### src/verilog/audio_config.svh
`ifndef AUDIO_CONFIG_SVH
`define AUDIO_CONFIG_SVH

// mic clock period in clk_m cycles, even so the duty stays at 50%
`define AUDIO_PDM_PERIOD 32

// pdm ticks the filters are held cleared after enable
`define AUDIO_WARMUP_TICKS 64

// decimation factor per fir stage
`define AUDIO_DEC1 2
`define AUDIO_DEC2 2
`define AUDIO_DEC3 4 // total 2*2*4 = 16 ticks per pcm sample

// tone phase step per output sample
`define AUDIO_TONE_STEP 8'd12

`endif

### src/verilog/audio_pkg.sv
package audio_pkg;

  // pcm sample between decimator stages and at the top output
  typedef logic signed [15:0] pcm_t;

  // playback level into the sigma-delta stage
  typedef logic signed [7:0] level_t;

  // playback source select
  typedef enum logic [1:0] {
    src_mic_pcm = 2'd0, // decimated microphone pcm
    src_tone    = 2'd1, // triangle test tone
    src_mic_raw = 2'd2, // last raw mic bit as +/-64
    src_mute    = 2'd3
  } src_mode_t;

  // sequencer states
  typedef enum logic [1:0] {
    st_idle   = 2'd0,
    st_warmup = 2'd1,
    st_run    = 2'd2
  } ctrl_state_t;

  // mic bit 1 maps to +64, bit 0 to -64
  localparam pcm_t pdm_one_level = 16'sd64;

endpackage

### src/verilog/audio_ctrl_if.sv
`timescale 1ns/100ps

// control bundle from the sequencer to the data path
interface audio_ctrl_if import audio_pkg::*; ();

  logic      clear;    // hold filters, tone phase and modulator at zero
  logic      run;      // data path live
  src_mode_t src_mode; // latched playback source
  logic [2:0] vol;     // latched volume, 7 is loudest

  modport ctrl (
    output clear,
    output run,
    output src_mode,
    output vol
  );

  modport dp (
    input clear,
    input run,
    input src_mode,
    input vol
  );

endinterface

### src/verilog/pdm_clock_gen.sv
`timescale 1ns/100ps
`include "audio_config.svh"

module pdm_clock_gen #(
  parameter int PERIOD = `AUDIO_PDM_PERIOD
) (
  input  logic clk_m,
  input  logic rst_n,
  input  logic active,   // warm-up or run
  output logic mic_clk,  // microphone bit clock
  output logic pdm_tick  // one-cycle strobe, once per mic_clk period
);

  localparam int CNT_W = (PERIOD > 1) ? $clog2(PERIOD) : 1;

  logic [CNT_W-1:0] cnt; // position inside the mic_clk period

  // period counter, parked at 0 while idle
  always_ff @(posedge clk_m or negedge rst_n) begin
    if (!rst_n) begin
      cnt <= '0;
    end else if (!active) begin
      cnt <= '0;
    end else if (cnt == CNT_W'(PERIOD - 1)) begin
      cnt <= '0; // wrap
    end else begin
      cnt <= cnt + 1'b1;
    end
  end

  // high for the first half of the period, low while idle
  always_ff @(posedge clk_m or negedge rst_n) begin
    if (!rst_n) begin
      mic_clk <= 1'b0;
    end else begin
      mic_clk <= active && (cnt < CNT_W'(PERIOD / 2));
    end
  end

  assign pdm_tick = active && (cnt == '0); // start of each period

  // ticks are a full period apart, never back to back
  a_tick_spacing : assert property (@(posedge clk_m) disable iff (!rst_n)
    pdm_tick |=> !pdm_tick);

endmodule

### src/verilog/mic_ctrl.sv
`timescale 1ns/100ps
`include "audio_config.svh"

module mic_ctrl import audio_pkg::*; (
  input  logic           clk_m,
  input  logic           rst_n,
  input  logic           enable,
  input  src_mode_t      mode,      // requested source
  input  logic [2:0]     vol,       // requested volume
  input  logic           pdm_tick,
  input  logic           pcm_valid, // final stage strobe at each sample boundary
  audio_ctrl_if.ctrl     ctrl,
  output logic           active,    // runs the mic clock
  output logic           busy
);

  localparam int WARMUP = `AUDIO_WARMUP_TICKS;
  localparam int WARM_W = $clog2(WARMUP + 1);

  ctrl_state_t       state;
  ctrl_state_t       state_nxt;
  logic [WARM_W-1:0] warm_cnt; // ticks seen in warm-up
  logic              was_run;  // run in the previous cycle
  logic              latch;    // copy mode and volume this cycle

  always_comb begin
    state_nxt = state;
    case (state)
      st_idle:   if (enable) state_nxt = st_warmup;
      st_warmup: if (pdm_tick && warm_cnt == WARM_W'(WARMUP - 1)) state_nxt = st_run;
      st_run:    state_nxt = st_run;
      default:   state_nxt = st_idle; // unused encoding
    endcase
    if (!enable) begin
      state_nxt = st_idle; // disable wins from any state
    end
  end

  always_ff @(posedge clk_m or negedge rst_n) begin
    if (!rst_n) begin
      state    <= st_idle;
      warm_cnt <= '0;
      was_run  <= 1'b0;
    end else begin
      state   <= state_nxt;
      was_run <= (state == st_run);
      if (state != st_warmup) begin
        warm_cnt <= '0;
      end else if (pdm_tick) begin
        warm_cnt <= warm_cnt + 1'b1;
      end
    end
  end

  // first run cycle and every finished pcm sample after it
  assign latch = (state == st_run) && (!was_run || pcm_valid);

  always_ff @(posedge clk_m or negedge rst_n) begin
    if (!rst_n) begin
      ctrl.src_mode <= src_mute;
      ctrl.vol      <= 3'd0;
    end else if (latch) begin
      ctrl.src_mode <= mode;
      ctrl.vol      <= vol;
    end
  end

  assign ctrl.clear = (state == st_warmup);
  assign ctrl.run   = (state == st_run);
  assign active     = (state != st_idle);
  assign busy       = active;

  // run only ever starts straight out of a cleared warm-up
  a_run_after_clear : assert property (@(posedge clk_m) disable iff (!rst_n)
    $rose(ctrl.run) |-> $past(ctrl.clear));

endmodule

### src/verilog/fir_decimator.sv
`timescale 1ns/100ps

// 4-tap moving average keeping one result every DECIM inputs
module fir_decimator import audio_pkg::*; #(
  parameter int DECIM = 2
) (
  input  logic        clk_m,
  input  logic        rst_n,
  audio_ctrl_if.dp    ctrl,
  input  logic        in_valid,
  input  pcm_t        in_sample,
  output logic        out_valid,
  output pcm_t        out_sample
);

  localparam int CNT_W = (DECIM > 1) ? $clog2(DECIM) : 1;

  pcm_t               hist [3];  // three previous inputs with the newest first
  logic [CNT_W-1:0]   phase;     // inputs seen in the current group
  logic               last;      // this input completes the group
  logic signed [17:0] sum;       // new sample plus history with two guard bits

  assign last = (phase == CNT_W'(DECIM - 1));
  assign sum  = in_sample + hist[0] + hist[1] + hist[2];

  // history zeroed while cleared
  always_ff @(posedge clk_m or negedge rst_n) begin
    if (!rst_n) begin
      hist[0] <= '0;
      hist[1] <= '0;
      hist[2] <= '0;
    end else if (ctrl.clear) begin
      hist[0] <= '0;
      hist[1] <= '0;
      hist[2] <= '0;
    end else if (in_valid) begin
      hist[2] <= hist[1];
      hist[1] <= hist[0];
      hist[0] <= in_sample;
    end
  end

  // input counter modulo DECIM
  always_ff @(posedge clk_m or negedge rst_n) begin
    if (!rst_n) begin
      phase <= '0;
    end else if (ctrl.clear) begin
      phase <= '0;
    end else if (in_valid) begin
      phase <= last ? '0 : phase + 1'b1;
    end
  end

  // strobe one cycle after the completing input
  always_ff @(posedge clk_m or negedge rst_n) begin
    if (!rst_n) begin
      out_valid <= 1'b0;
    end else begin
      out_valid <= in_valid && last && !ctrl.clear;
    end
  end

  // output sample held between strobes
  always_ff @(posedge clk_m or negedge rst_n) begin
    if (!rst_n) begin
      out_sample <= '0;
    end else if (ctrl.clear) begin
      out_sample <= '0;
    end else if (in_valid && last) begin
      out_sample <= sum[17:2]; // arithmetic divide by 4
    end
  end

  // sample only moves together with its strobe or after a clear
  a_sample_held : assert property (@(posedge clk_m) disable iff (!rst_n)
    !out_valid && !$past(ctrl.clear) |-> $stable(out_sample));

endmodule

### src/verilog/tone_gen.sv
`timescale 1ns/100ps
`include "audio_config.svh"

module tone_gen import audio_pkg::*; (
  input  logic     clk_m,
  input  logic     rst_n,
  audio_ctrl_if.dp ctrl,
  input  logic     step,  // one output sample done
  output level_t   tone
);

  logic [7:0] phase;
  logic [6:0] fold; // triangle magnitude 0..127

  always_ff @(posedge clk_m or negedge rst_n) begin
    if (!rst_n) begin
      phase <= '0;
    end else if (ctrl.clear) begin
      phase <= '0; // restart the wave from the bottom
    end else if (step) begin
      phase <= phase + `AUDIO_TONE_STEP; // wraps mod 256
    end
  end

  // falling half mirrors the rising half
  assign fold = phase[7] ? ~phase[6:0] : phase[6:0];

  always_ff @(posedge clk_m or negedge rst_n) begin
    if (!rst_n) begin
      tone <= '0;
    end else begin
      tone <= level_t'({1'b0, fold}) - 8'sd64; // center around zero
    end
  end

endmodule

### src/verilog/pdm_modulator.sv
`timescale 1ns/100ps

module pdm_modulator import audio_pkg::*; (
  input  logic     clk_m,
  input  logic     rst_n,
  audio_ctrl_if.dp ctrl,
  input  logic     pdm_tick,
  input  logic     mic_bit,
  input  pcm_t     pcm,
  input  level_t   tone,
  output logic     spk
);

  logic       mic_q;  // mic bit from the last tick
  level_t     level;  // selected source
  level_t     scaled; // after volume
  logic [2:0] shift;
  logic [7:0] acc;    // sigma-delta integrator
  logic [8:0] acc_sum;

  always_ff @(posedge clk_m or negedge rst_n) begin
    if (!rst_n) begin
      mic_q <= 1'b0;
    end else if (pdm_tick) begin
      mic_q <= mic_bit;
    end
  end

  always_comb begin
    case (ctrl.src_mode)
      src_mic_pcm: level = pcm[7:0];  // low byte only
      src_tone:    level = tone;
      src_mic_raw: level = mic_q ? 8'sd64 : -8'sd64;
      default:     level = '0;        // mute
    endcase
  end

  assign shift  = 3'd7 - ctrl.vol;
  assign scaled = level >>> shift;

  // offset binary input, carry out is the density bit
  assign acc_sum = {1'b0, acc} + {1'b0, ~scaled[7], scaled[6:0]};

  always_ff @(posedge clk_m or negedge rst_n) begin
    if (!rst_n) begin
      acc <= '0;
      spk <= 1'b0;
    end else if (!ctrl.run) begin
      acc <= '0;   // silent outside run
      spk <= 1'b0;
    end else if (pdm_tick) begin
      acc <= acc_sum[7:0];
      spk <= acc_sum[8];
    end
  end

endmodule

### src/verilog/pdm_audio_top.sv
`timescale 1ns/100ps
`include "audio_config.svh"

module pdm_audio_top import audio_pkg::*; (
  input  logic       clk_m,
  input  logic       rst_n,
  input  logic       enable,
  input  src_mode_t  mode,
  input  logic [2:0] vol,
  input  logic       mic_data,
  output logic       mic_clk,
  output pcm_t       pcm_out,
  output logic       pcm_valid,
  output logic       spk,
  output logic       busy
);

  audio_ctrl_if u_ctrl_if ();

  logic   active;
  logic   pdm_tick;
  pcm_t   s1_in;     // mic bit as +/-64
  logic   s1_valid;
  pcm_t   s1_out;
  logic   s2_valid;
  pcm_t   s2_out;
  level_t tone;

  assign s1_in = mic_data ? pdm_one_level : -pdm_one_level; // sampled in the tick cycle

  pdm_clock_gen u_pdm_clock_gen (
    .clk_m    (clk_m),
    .rst_n    (rst_n),
    .active   (active),
    .mic_clk  (mic_clk),
    .pdm_tick (pdm_tick)
  );

  mic_ctrl u_mic_ctrl (
    .clk_m     (clk_m),
    .rst_n     (rst_n),
    .enable    (enable),
    .mode      (mode),
    .vol       (vol),
    .pdm_tick  (pdm_tick),
    .pcm_valid (pcm_valid),
    .ctrl      (u_ctrl_if),
    .active    (active),
    .busy      (busy)
  );

  // decimation cascade, 16 ticks per pcm sample
  fir_decimator #(.DECIM(`AUDIO_DEC1)) u_fir_dec1 (
    .clk_m      (clk_m),
    .rst_n      (rst_n),
    .ctrl       (u_ctrl_if),
    .in_valid   (pdm_tick),
    .in_sample  (s1_in),
    .out_valid  (s1_valid),
    .out_sample (s1_out)
  );

  fir_decimator #(.DECIM(`AUDIO_DEC2)) u_fir_dec2 (
    .clk_m      (clk_m),
    .rst_n      (rst_n),
    .ctrl       (u_ctrl_if),
    .in_valid   (s1_valid),
    .in_sample  (s1_out),
    .out_valid  (s2_valid),
    .out_sample (s2_out)
  );

  fir_decimator #(.DECIM(`AUDIO_DEC3)) u_fir_dec3 (
    .clk_m      (clk_m),
    .rst_n      (rst_n),
    .ctrl       (u_ctrl_if),
    .in_valid   (s2_valid),
    .in_sample  (s2_out),
    .out_valid  (pcm_valid),
    .out_sample (pcm_out)     // held between strobes
  );

  tone_gen u_tone_gen (
    .clk_m (clk_m),
    .rst_n (rst_n),
    .ctrl  (u_ctrl_if),
    .step  (pcm_valid),
    .tone  (tone)
  );

  pdm_modulator u_pdm_modulator (
    .clk_m    (clk_m),
    .rst_n    (rst_n),
    .ctrl     (u_ctrl_if),
    .pdm_tick (pdm_tick),
    .mic_bit  (mic_data),
    .pcm      (pcm_out),
    .tone     (tone),
    .spk      (spk)
  );

endmodule

### config.mk
export PLATFORM = sky130hd
export DESIGN_NAME = pdm_audio_top
export DESIGN_NICKNAME = d
export VERILOG_FILES = /design/src/verilog/audio_pkg.sv /design/src/verilog/audio_ctrl_if.sv /design/src/verilog/pdm_clock_gen.sv /design/src/verilog/mic_ctrl.sv /design/src/verilog/fir_decimator.sv /design/src/verilog/tone_gen.sv /design/src/verilog/pdm_modulator.sv /design/src/verilog/pdm_audio_top.sv
export VERILOG_INCLUDE_DIRS = /design/src /design/src/verilog
export SDC_FILE = /design/constraint.sdc
export NUM_CORES = 1
export LEC_CHECK = 0
export BUFFER_PORTS_ARGS = -buffer_cell sky130_fd_sc_hd__clkbuf_2
export CELL_PAD_IN_SITES_DETAIL_PLACEMENT = 1
export CELL_PAD_IN_SITES_GLOBAL_PLACEMENT = 1
export CORE_MARGIN = 2
export CORE_UTILIZATION = 35
export CTS_CLUSTER_SIZE = 12
export DETAILED_ROUTE_END_ITERATION = 8
export GPL_TIMING_DRIVEN = 0
export MAX_ROUTING_LAYER = met4
export PLACE_DENSITY_LB_ADDON = 0.1
export SLEW_MARGIN = 0
export SYNTH_ARGS = -nofsm -noshare
export SYNTH_HDL_FRONTEND = slang
export SYNTH_SLANG_ARGS = --single-unit
### constraint.sdc
create_clock -name clk_m -period 9.9 [get_ports clk_m]
set_clock_uncertainty 0.15 [all_clocks]
set_input_delay 0.495 -clock clk_m [delete_from_list [all_inputs] [get_ports clk_m]]
set_output_delay 0.495 -clock clk_m [all_outputs]
set_load 0.1 [all_outputs]
After elaboration in Yosys (flattened, before gate mapping). Cells that the tools add are included. W data, S select, Z words.

Bits in read-only memories: 0. Word-level logic and storage cells: 125. Register bits: 246. Input bits: 9. Bits in writable memories: 0. Output and inout port bits: 20. Latch bits: 0. Memories kept: 0.

Divide/modulo/power cells: 0. Reductions and logical operators: 25. Shift-type cells: 1. Bitwise gates (word level): 2. Eq/ne operators: 10. Mux-type cells: 38. Magnitude comparators: 1. $mul: 0. $add $sub $neg: 18.

Operators with widths (count): $mux W48 (6); $mux W16 (7); $add A17 B16 Y18 (3); $add A18 B16 Y18 (3); $add A16 B16 Y17 (3); $mux W8 (5); $pmux W8 S3 (1); $mux W7 (3); $reduce_bool A2 Y1 (9); $logic_and A1 B1 Y1 (10); $mux W2 (5); $mux W5 (2); $add A8 B8 Y9 (1); $add A8 B4 Y8 const B (1); $mux W1 (8); $sshr A8 B3 Y8 (1); $sub A7 B7 Y8 const B (1); $add A7 B1 Y7 const B (1); $eq A7 B6 Y1 const B (1); $not A7 Y7 (1); $eq A2 B2 Y1 const B (3); $pmux W2 S3 (1); $add A5 B1 Y5 const B (1); $eq A5 B5 Y1 const B (1); other kinds (13) (17).

Depth between registers and ports, before layout.
Depth in word-level cells: 7. Gate-level depth with buffers: 17. Depth with buffers taken out: 16.

Hierarchy. Synthesis repeated with hierarchy kept, for this count alone.

Cell total of the unflattened synthesis: 1605. Area, all modules: 15820.2 um^2.

By module, submodules not included: fir_decimator at u_fir_dec3 (cells an instance 443, sequential area each 1676.6 um^2, area an instance 4411.7 um^2, times used 1); fir_decimator at u_fir_dec1 (cells an instance 450, sequential area each 1651.6 um^2, area an instance 4374.2 um^2, times used 1); fir_decimator at u_fir_dec2 (cells an instance 451, sequential area each 1651.6 um^2, area an instance 4361.7 um^2, times used 1); pdm_modulator (cells an instance 131, sequential area each 250.2 um^2, area an instance 1176.1 um^2, times used 1); mic_ctrl (cells an instance 61, sequential area each 377.9 um^2, area an instance 706.9 um^2, times used 1); tone_gen (cells an instance 40, sequential area each 300.3 um^2, area an instance 491.7 um^2, times used 1); pdm_clock_gen (cells an instance 26, sequential area each 150.1 um^2, area an instance 286.5 um^2, times used 1); pdm_audio_top (cells an instance 3, sequential area each 0.0 um^2, area an instance 11.3 um^2, times used 1).

Worst setup path before layout. OpenSTA, ideal clock, no wires.

Kind: register to register. Start point: register u_fir_dec3.out_sample[7]. End point: register u_pdm_modulator.spk. Setup slack: 6305 ps. Arrival: 3359 ps. Cell stages (with the launch flop): 17. Clock period less this slack: 3595 ps. Setup time: 87 ps. Buffers on the path: 0. Required time: 9663 ps. Cells stage by stage: dfrtp_1 > nor2_1 > o31ai_4 > inv_1 > nor2_1 > a21oi_1 > mux2_2 > o21ai_0 > ha_1 > inv_1 > fa_1 > nor2b_1 > o21ai_0 > a21boi_0 > o21a_1 > o22ai_1 > o211ai_1.

Longest elaborated chain between the ends: 6.

Ends and longest elaborated chain: start: declaration (line fir_decimator.sv:13) `output pcm_t out_sample`; start signal: assignment (line fir_decimator.sv:70) `out_sample <= sum[17:2];`; $pmux W8 S3 (*) (line pdm_modulator.sv:30) `case (ctrl.src_mode)`; $sshr A8 B3 Y8 (*) (line pdm_modulator.sv:39) `assign scaled = level >>> shift;`; $not A1 Y1 (line pdm_modulator.sv:42) `assign acc_sum = {1'b0, acc} + {1'b0, ~scaled[7], scaled[6:0]};`; $add A8 B8 Y9 (*) (line pdm_modulator.sv:42); $mux W1 (*) (line pdm_modulator.sv:51) `end else if (pdm_tick) begin`; $mux W1 (*) (line pdm_modulator.sv:48) `end else if (!ctrl.run) begin`; end signal: assignment (line pdm_modulator.sv:53) `spk <= acc_sum[8];`; end: declaration (line pdm_modulator.sv:11) `output logic spk`.

Mark *: on every way between the ends. The rest lies on a longest branch, timed or not. The select of a mux whose other input is x is not followed. A chain may end at the register's enable or synchronous reset.

Worst setup path after layout.
Start point: register u_fir_dec1.out_sample[5]. End point: register u_fir_dec2.out_sample[13].

Longest elaborated chain between the ends: 5.

Ends and longest elaborated chain: start: declaration (line fir_decimator.sv:13); start signal: assignment (line fir_decimator.sv:70); $add A16 B16 Y17 (line fir_decimator.sv:24) `assign sum = in_sample + hist[0] + hist[1] + hist[2];`; $add A17 B16 Y18 (line fir_decimator.sv:24); $add A18 B16 Y18 (line fir_decimator.sv:24); $mux W16 (line fir_decimator.sv:69) `end else if (in_valid && last) begin`; $mux W16 (line fir_decimator.sv:67) `end else if (ctrl.clear) begin`; end signal: assignment (line fir_decimator.sv:70); end: declaration (line fir_decimator.sv:13).

Every way passes these cells. The select of a mux whose other input is x is not followed.

==> results.json <==
{
  "syn-num-nets": 1178,
  "syn_area_sq_um": 10500,
  "fillers": 3397,
  "p_leak_nw": 5.47,
  "wl_um": 25500,
  "rsz0062_at_grt": "no",
  "postCtsHoldBufs": 1,
  "synthTopCellsByArea": "dfrtp_1 (40%), fa_1 (12%), mux2i_1 (8.3%)",
  "cts_tree": "built",
  "dp_hpwl_um": 19100,
  "top_usage_layer": "met2",
  "slowest_delay_ns": 0.56,
  "worstSkewPairLatency_ns": 0.44,
  "dieArea_sq_um": 31500,
  "met3_usage": 0.0302,
  "start_util": 0.356,
  "worstSetupStartpointType": "flop",
  "io_pins": 29,
  "worstMarginPinSlew_ns": 0.789,
  "clockBufferDepth": 2,
  "drive_gt1_frac": 0.0824,
  "coreArea_sq_um": 29600,
  "critical_path.cell_chain": "inv_1, fa_1, fa_1, inv_1, ha_1, inv_1, fa_1, and2b_1, o21ai_0, a21oi_1, o211ai_1, a2111o_1, o311ai_0",
  "slew_viol_final": 0,
  "crit_type": "flop to flop",
  "synth_edf_count": 0,
  "die_x_um": 178,
  "synth_top_area_cell": "dfrtp_1",
  "crit_slowest_cell": "fa_1",
  "drt_iter0_markers": 192,
  "critPathArrivalTime_ns": 4.05,
  "ys_ff_latch": 172,
  "syn_area_per_cell_sq_um": 9.98,
  "placementRows": 63,
  "post-cts-setup-buffers": 0,
  "met1_usage": 0.238,
  "synth_ff_type": "dfrtp_1",
  "grt_overflow": 0,
  "gr-usage-all-layers": 0.181,
  "grt_pass1_vias": 7937,
  "maxCapViolations": 0,
  "whs_ns": 0.112,
  "drc": 0,
  "fin_crit_sh": 0.396,
  "async_reset_ff_frac": 1.00,
  "grt_pass1_wl_um": 42900,
  "cts_root_buffer": "clkbuf_16",
  "vdd_drop_max_mv": 0.120,
  "cts_num_sinks": 172,
  "synth.yosys.seq_area_share": 0.409,
  "place_congestion": 0.785,
  "die-height_um": 178,
  "nets": 1227,
  "post_cts_resized": 0,
  "finalPower_mw": 2.57,
  "diodes": 0,
  "detail_route.vias_per_cell": 4.80,
  "cts_made_buffers": 17,
  "vias": 7224,
  "ys_types": 57,
  "endpoint_kind": "flop",
  "grt_util_met2": 0.297,
  "drt_pass1_iterations": 4,
  "finalHoldViolCount": 0,
  "p_per_area_nw_per_um2": 218,
  "ant_nets": 0,
  "cts.reportedPaths.clkPinSlew_ns": 0.06,
  "required_ns": 10.04,
  "port_buffers": 28,
  "antenna_found_initial": 0,
  "grt_max_degree": 99,
  "status": "complete, no violations",
  "syn_inst": 1056,
  "relSlewSlack": 0.474,
  "hold_class": "primary input to flop",
  "setup_viol": 0,
  "wire_per_inst_um": 17.0,
  "crit_path_max_fanout": 4,
  "fin_crit_ns": 3.92,
  "synth_top_area_frac": 0.404,
  "tns_ns": 0,
  "synth_warnings": 0,
  "h-tree-depth": 4,
  "max_freq_mhz": 255,
  "area_growth_pct": 11.7
}
worst max-delay path, delay by kind of cell (launching register included):
kind / cells / cell delay [ns]
adders and majority gates: 4 / 1.55
AOI/OAI and AO/OA: 5 / 1.26
DFF: 1 / 0.38
and+or+nand+nor: 1 / 0.23
buffers and inverters: 3 / 0.21
final timing paths:
path                       slack, ns  depth (start not counted)                         to                     start
max                             5.98                         13  u_fir_dec2.out_sample[13]  u_fir_dec1.out_sample[5]
min                             0.11                          2        u_fir_dec1.hist[46]                  mic_data
max reg2reg                     5.98                         13  u_fir_dec2.out_sample[13]  u_fir_dec1.out_sample[5]
min reg2reg                     0.23                          0         u_tone_gen.tone[1]       u_tone_gen.phase[7]
max in group asynchronous       8.21                          3   u_fir_dec1.out_sample[8]                     rst_n
min in group asynchronous       0.45                          2     u_pdm_modulator.acc[3]                     rst_n
layout make-up:
cell class / count / area [sq um] / area share
Buffer: 41 / 170 / 0.0145
Clock buffer: 20 / 447 / 0.0379
Clock inverter: 10 / 116 / 0.00988
Inverter: 166 / 623 / 0.0529
Multi-Input combinational cell: 677 / 5440 / 0.462
Sequential cell: 172 / 4310 / 0.366
Tap cell: 390 / 488 / 0.0414
Timing Repair Buffer: 30 / 186 / 0.0158
registers in the layout (all words and copies together) (netlist names), 2 cells and up:
register and flops:
u_fir_dec3.out_sample 16, u_pdm_modulator.acc 8, u_fir_dec1.out_sample 11, u_fir_dec2.hist 33
u_fir_dec2.out_sample 14, u_tone_gen.phase 6, u_pdm_clock_gen.cnt 5, u_mic_ctrl.warm_cnt 7
u_fir_dec1.hist 6, u_mic_ctrl.state 2, u_mic_ctrl.ctrl.vol 3, u_tone_gen.tone 6
u_fir_dec3.phase 2, u_fir_dec3.hist 42, u_mic_ctrl.ctrl.src_mode 2
cells in the mapped netlist (4+ instances only):
cell / instances
dfrtp_1: 170
ha_1: 51
a21o_1: 13
fa_1: 62
a21oi_1: 41
a21boi_0: 8
nand2_1: 77
nor2_1: 114
nor3_1: 10
and2_1: 13
o21ai_0: 42
nand4_1: 8
nor2b_1: 6
xnor2_1: 21
nand3_1: 12
o211ai_1: 8
xor2_1: 18
nand3b_1: 4
o311ai_0: 5
inv_1: 166
nor3b_1: 4
a31oi_1: 4
or3_1: 5
and3_1: 6
mux2_2: 8
a211oi_1: 7
buf_2: 13
o21a_1: 6
clkbuf_1: 27
mux2i_1: 87
stage by stage:
stage	instances	area [sq um]	util	setup slack [ns]
2_1_floorplan	1056	10500	-	6.30
3_3_place_gp	1474	11200	0.377	4.67
3_5_place_dp	1475	11200	0.378	5.94
4_1_cts	1506	11800	0.397	5.91
5_1_grt	1506	11800	0.397	5.77
6_report	1506	11800	0.397	5.98
power by group:
group,internal [mW],switching [mW],total [mW],leakage (nW)
clock,0.376,0.297,0.674,0.273
sequential,0.782,0.0707,0.853,2.36
combinational,0.371,0.673,1.04,2.84
layer usage:
layer | up-vias | routed length (um) | part of all wire
li1 | 3525 | - | -
met1 | 3637 | 12700 | 0.50
met2 | 45 | 12200 | 0.48
met3 | 17 | 449 | 0.018
met4 | 0 | 199 | 0.0078
met5 | - | 0 | 0
layout by cell type, fill, tap and decap left out, types with 5 or more instances in the layout:
| cell type | n |
|---|---|
| o211ai_1 | 8 |
| clkbuf_16 | 17 |
| clkbuf_1 | 29 |
| nand3_1 | 12 |
| xor2_1 | 18 |
| nor2_1 | 114 |
| and3_1 | 6 |
| inv_1 | 166 |
| o311ai_0 | 5 |
| ha_1 | 51 |
| or3_1 | 5 |
| buf_2 | 13 |
| xnor2_1 | 21 |
| clkbuf_2 | 27 |
| a21o_1 | 13 |
| mux2_2 | 8 |
| mux2i_1 | 87 |
| o21ai_0 | 42 |
| dfrtp_1 | 170 |
| nor3_1 | 10 |
| o21a_1 | 6 |
| a21oi_1 | 41 |
| nand4_1 | 8 |
| a21boi_0 | 8 |
| nor2b_1 | 6 |
| and2_1 | 13 |
| nand2_1 | 77 |
| a211oi_1 | 7 |
| fa_1 | 62 |
logic make-up (layout without fill, tap and decap cells):
| group | count (synthesis) | count (layout) | share of synthesized area |
|---|---|---|---|
| simple gates | 270 | 270 | 0.114 |
| buf+inv | 207 | 267 | 0.0753 |
| flops | 172 | 172 | 0.409 |
| compound gates | 160 | 160 | 0.100 |
| fa+ha+maj | 113 | 113 | 0.178 |
| mux | 95 | 95 | 0.0912 |
| xor+xnor | 39 | 39 | 0.0324 |
No activity file was read; power rests on OpenSTA's default activity.
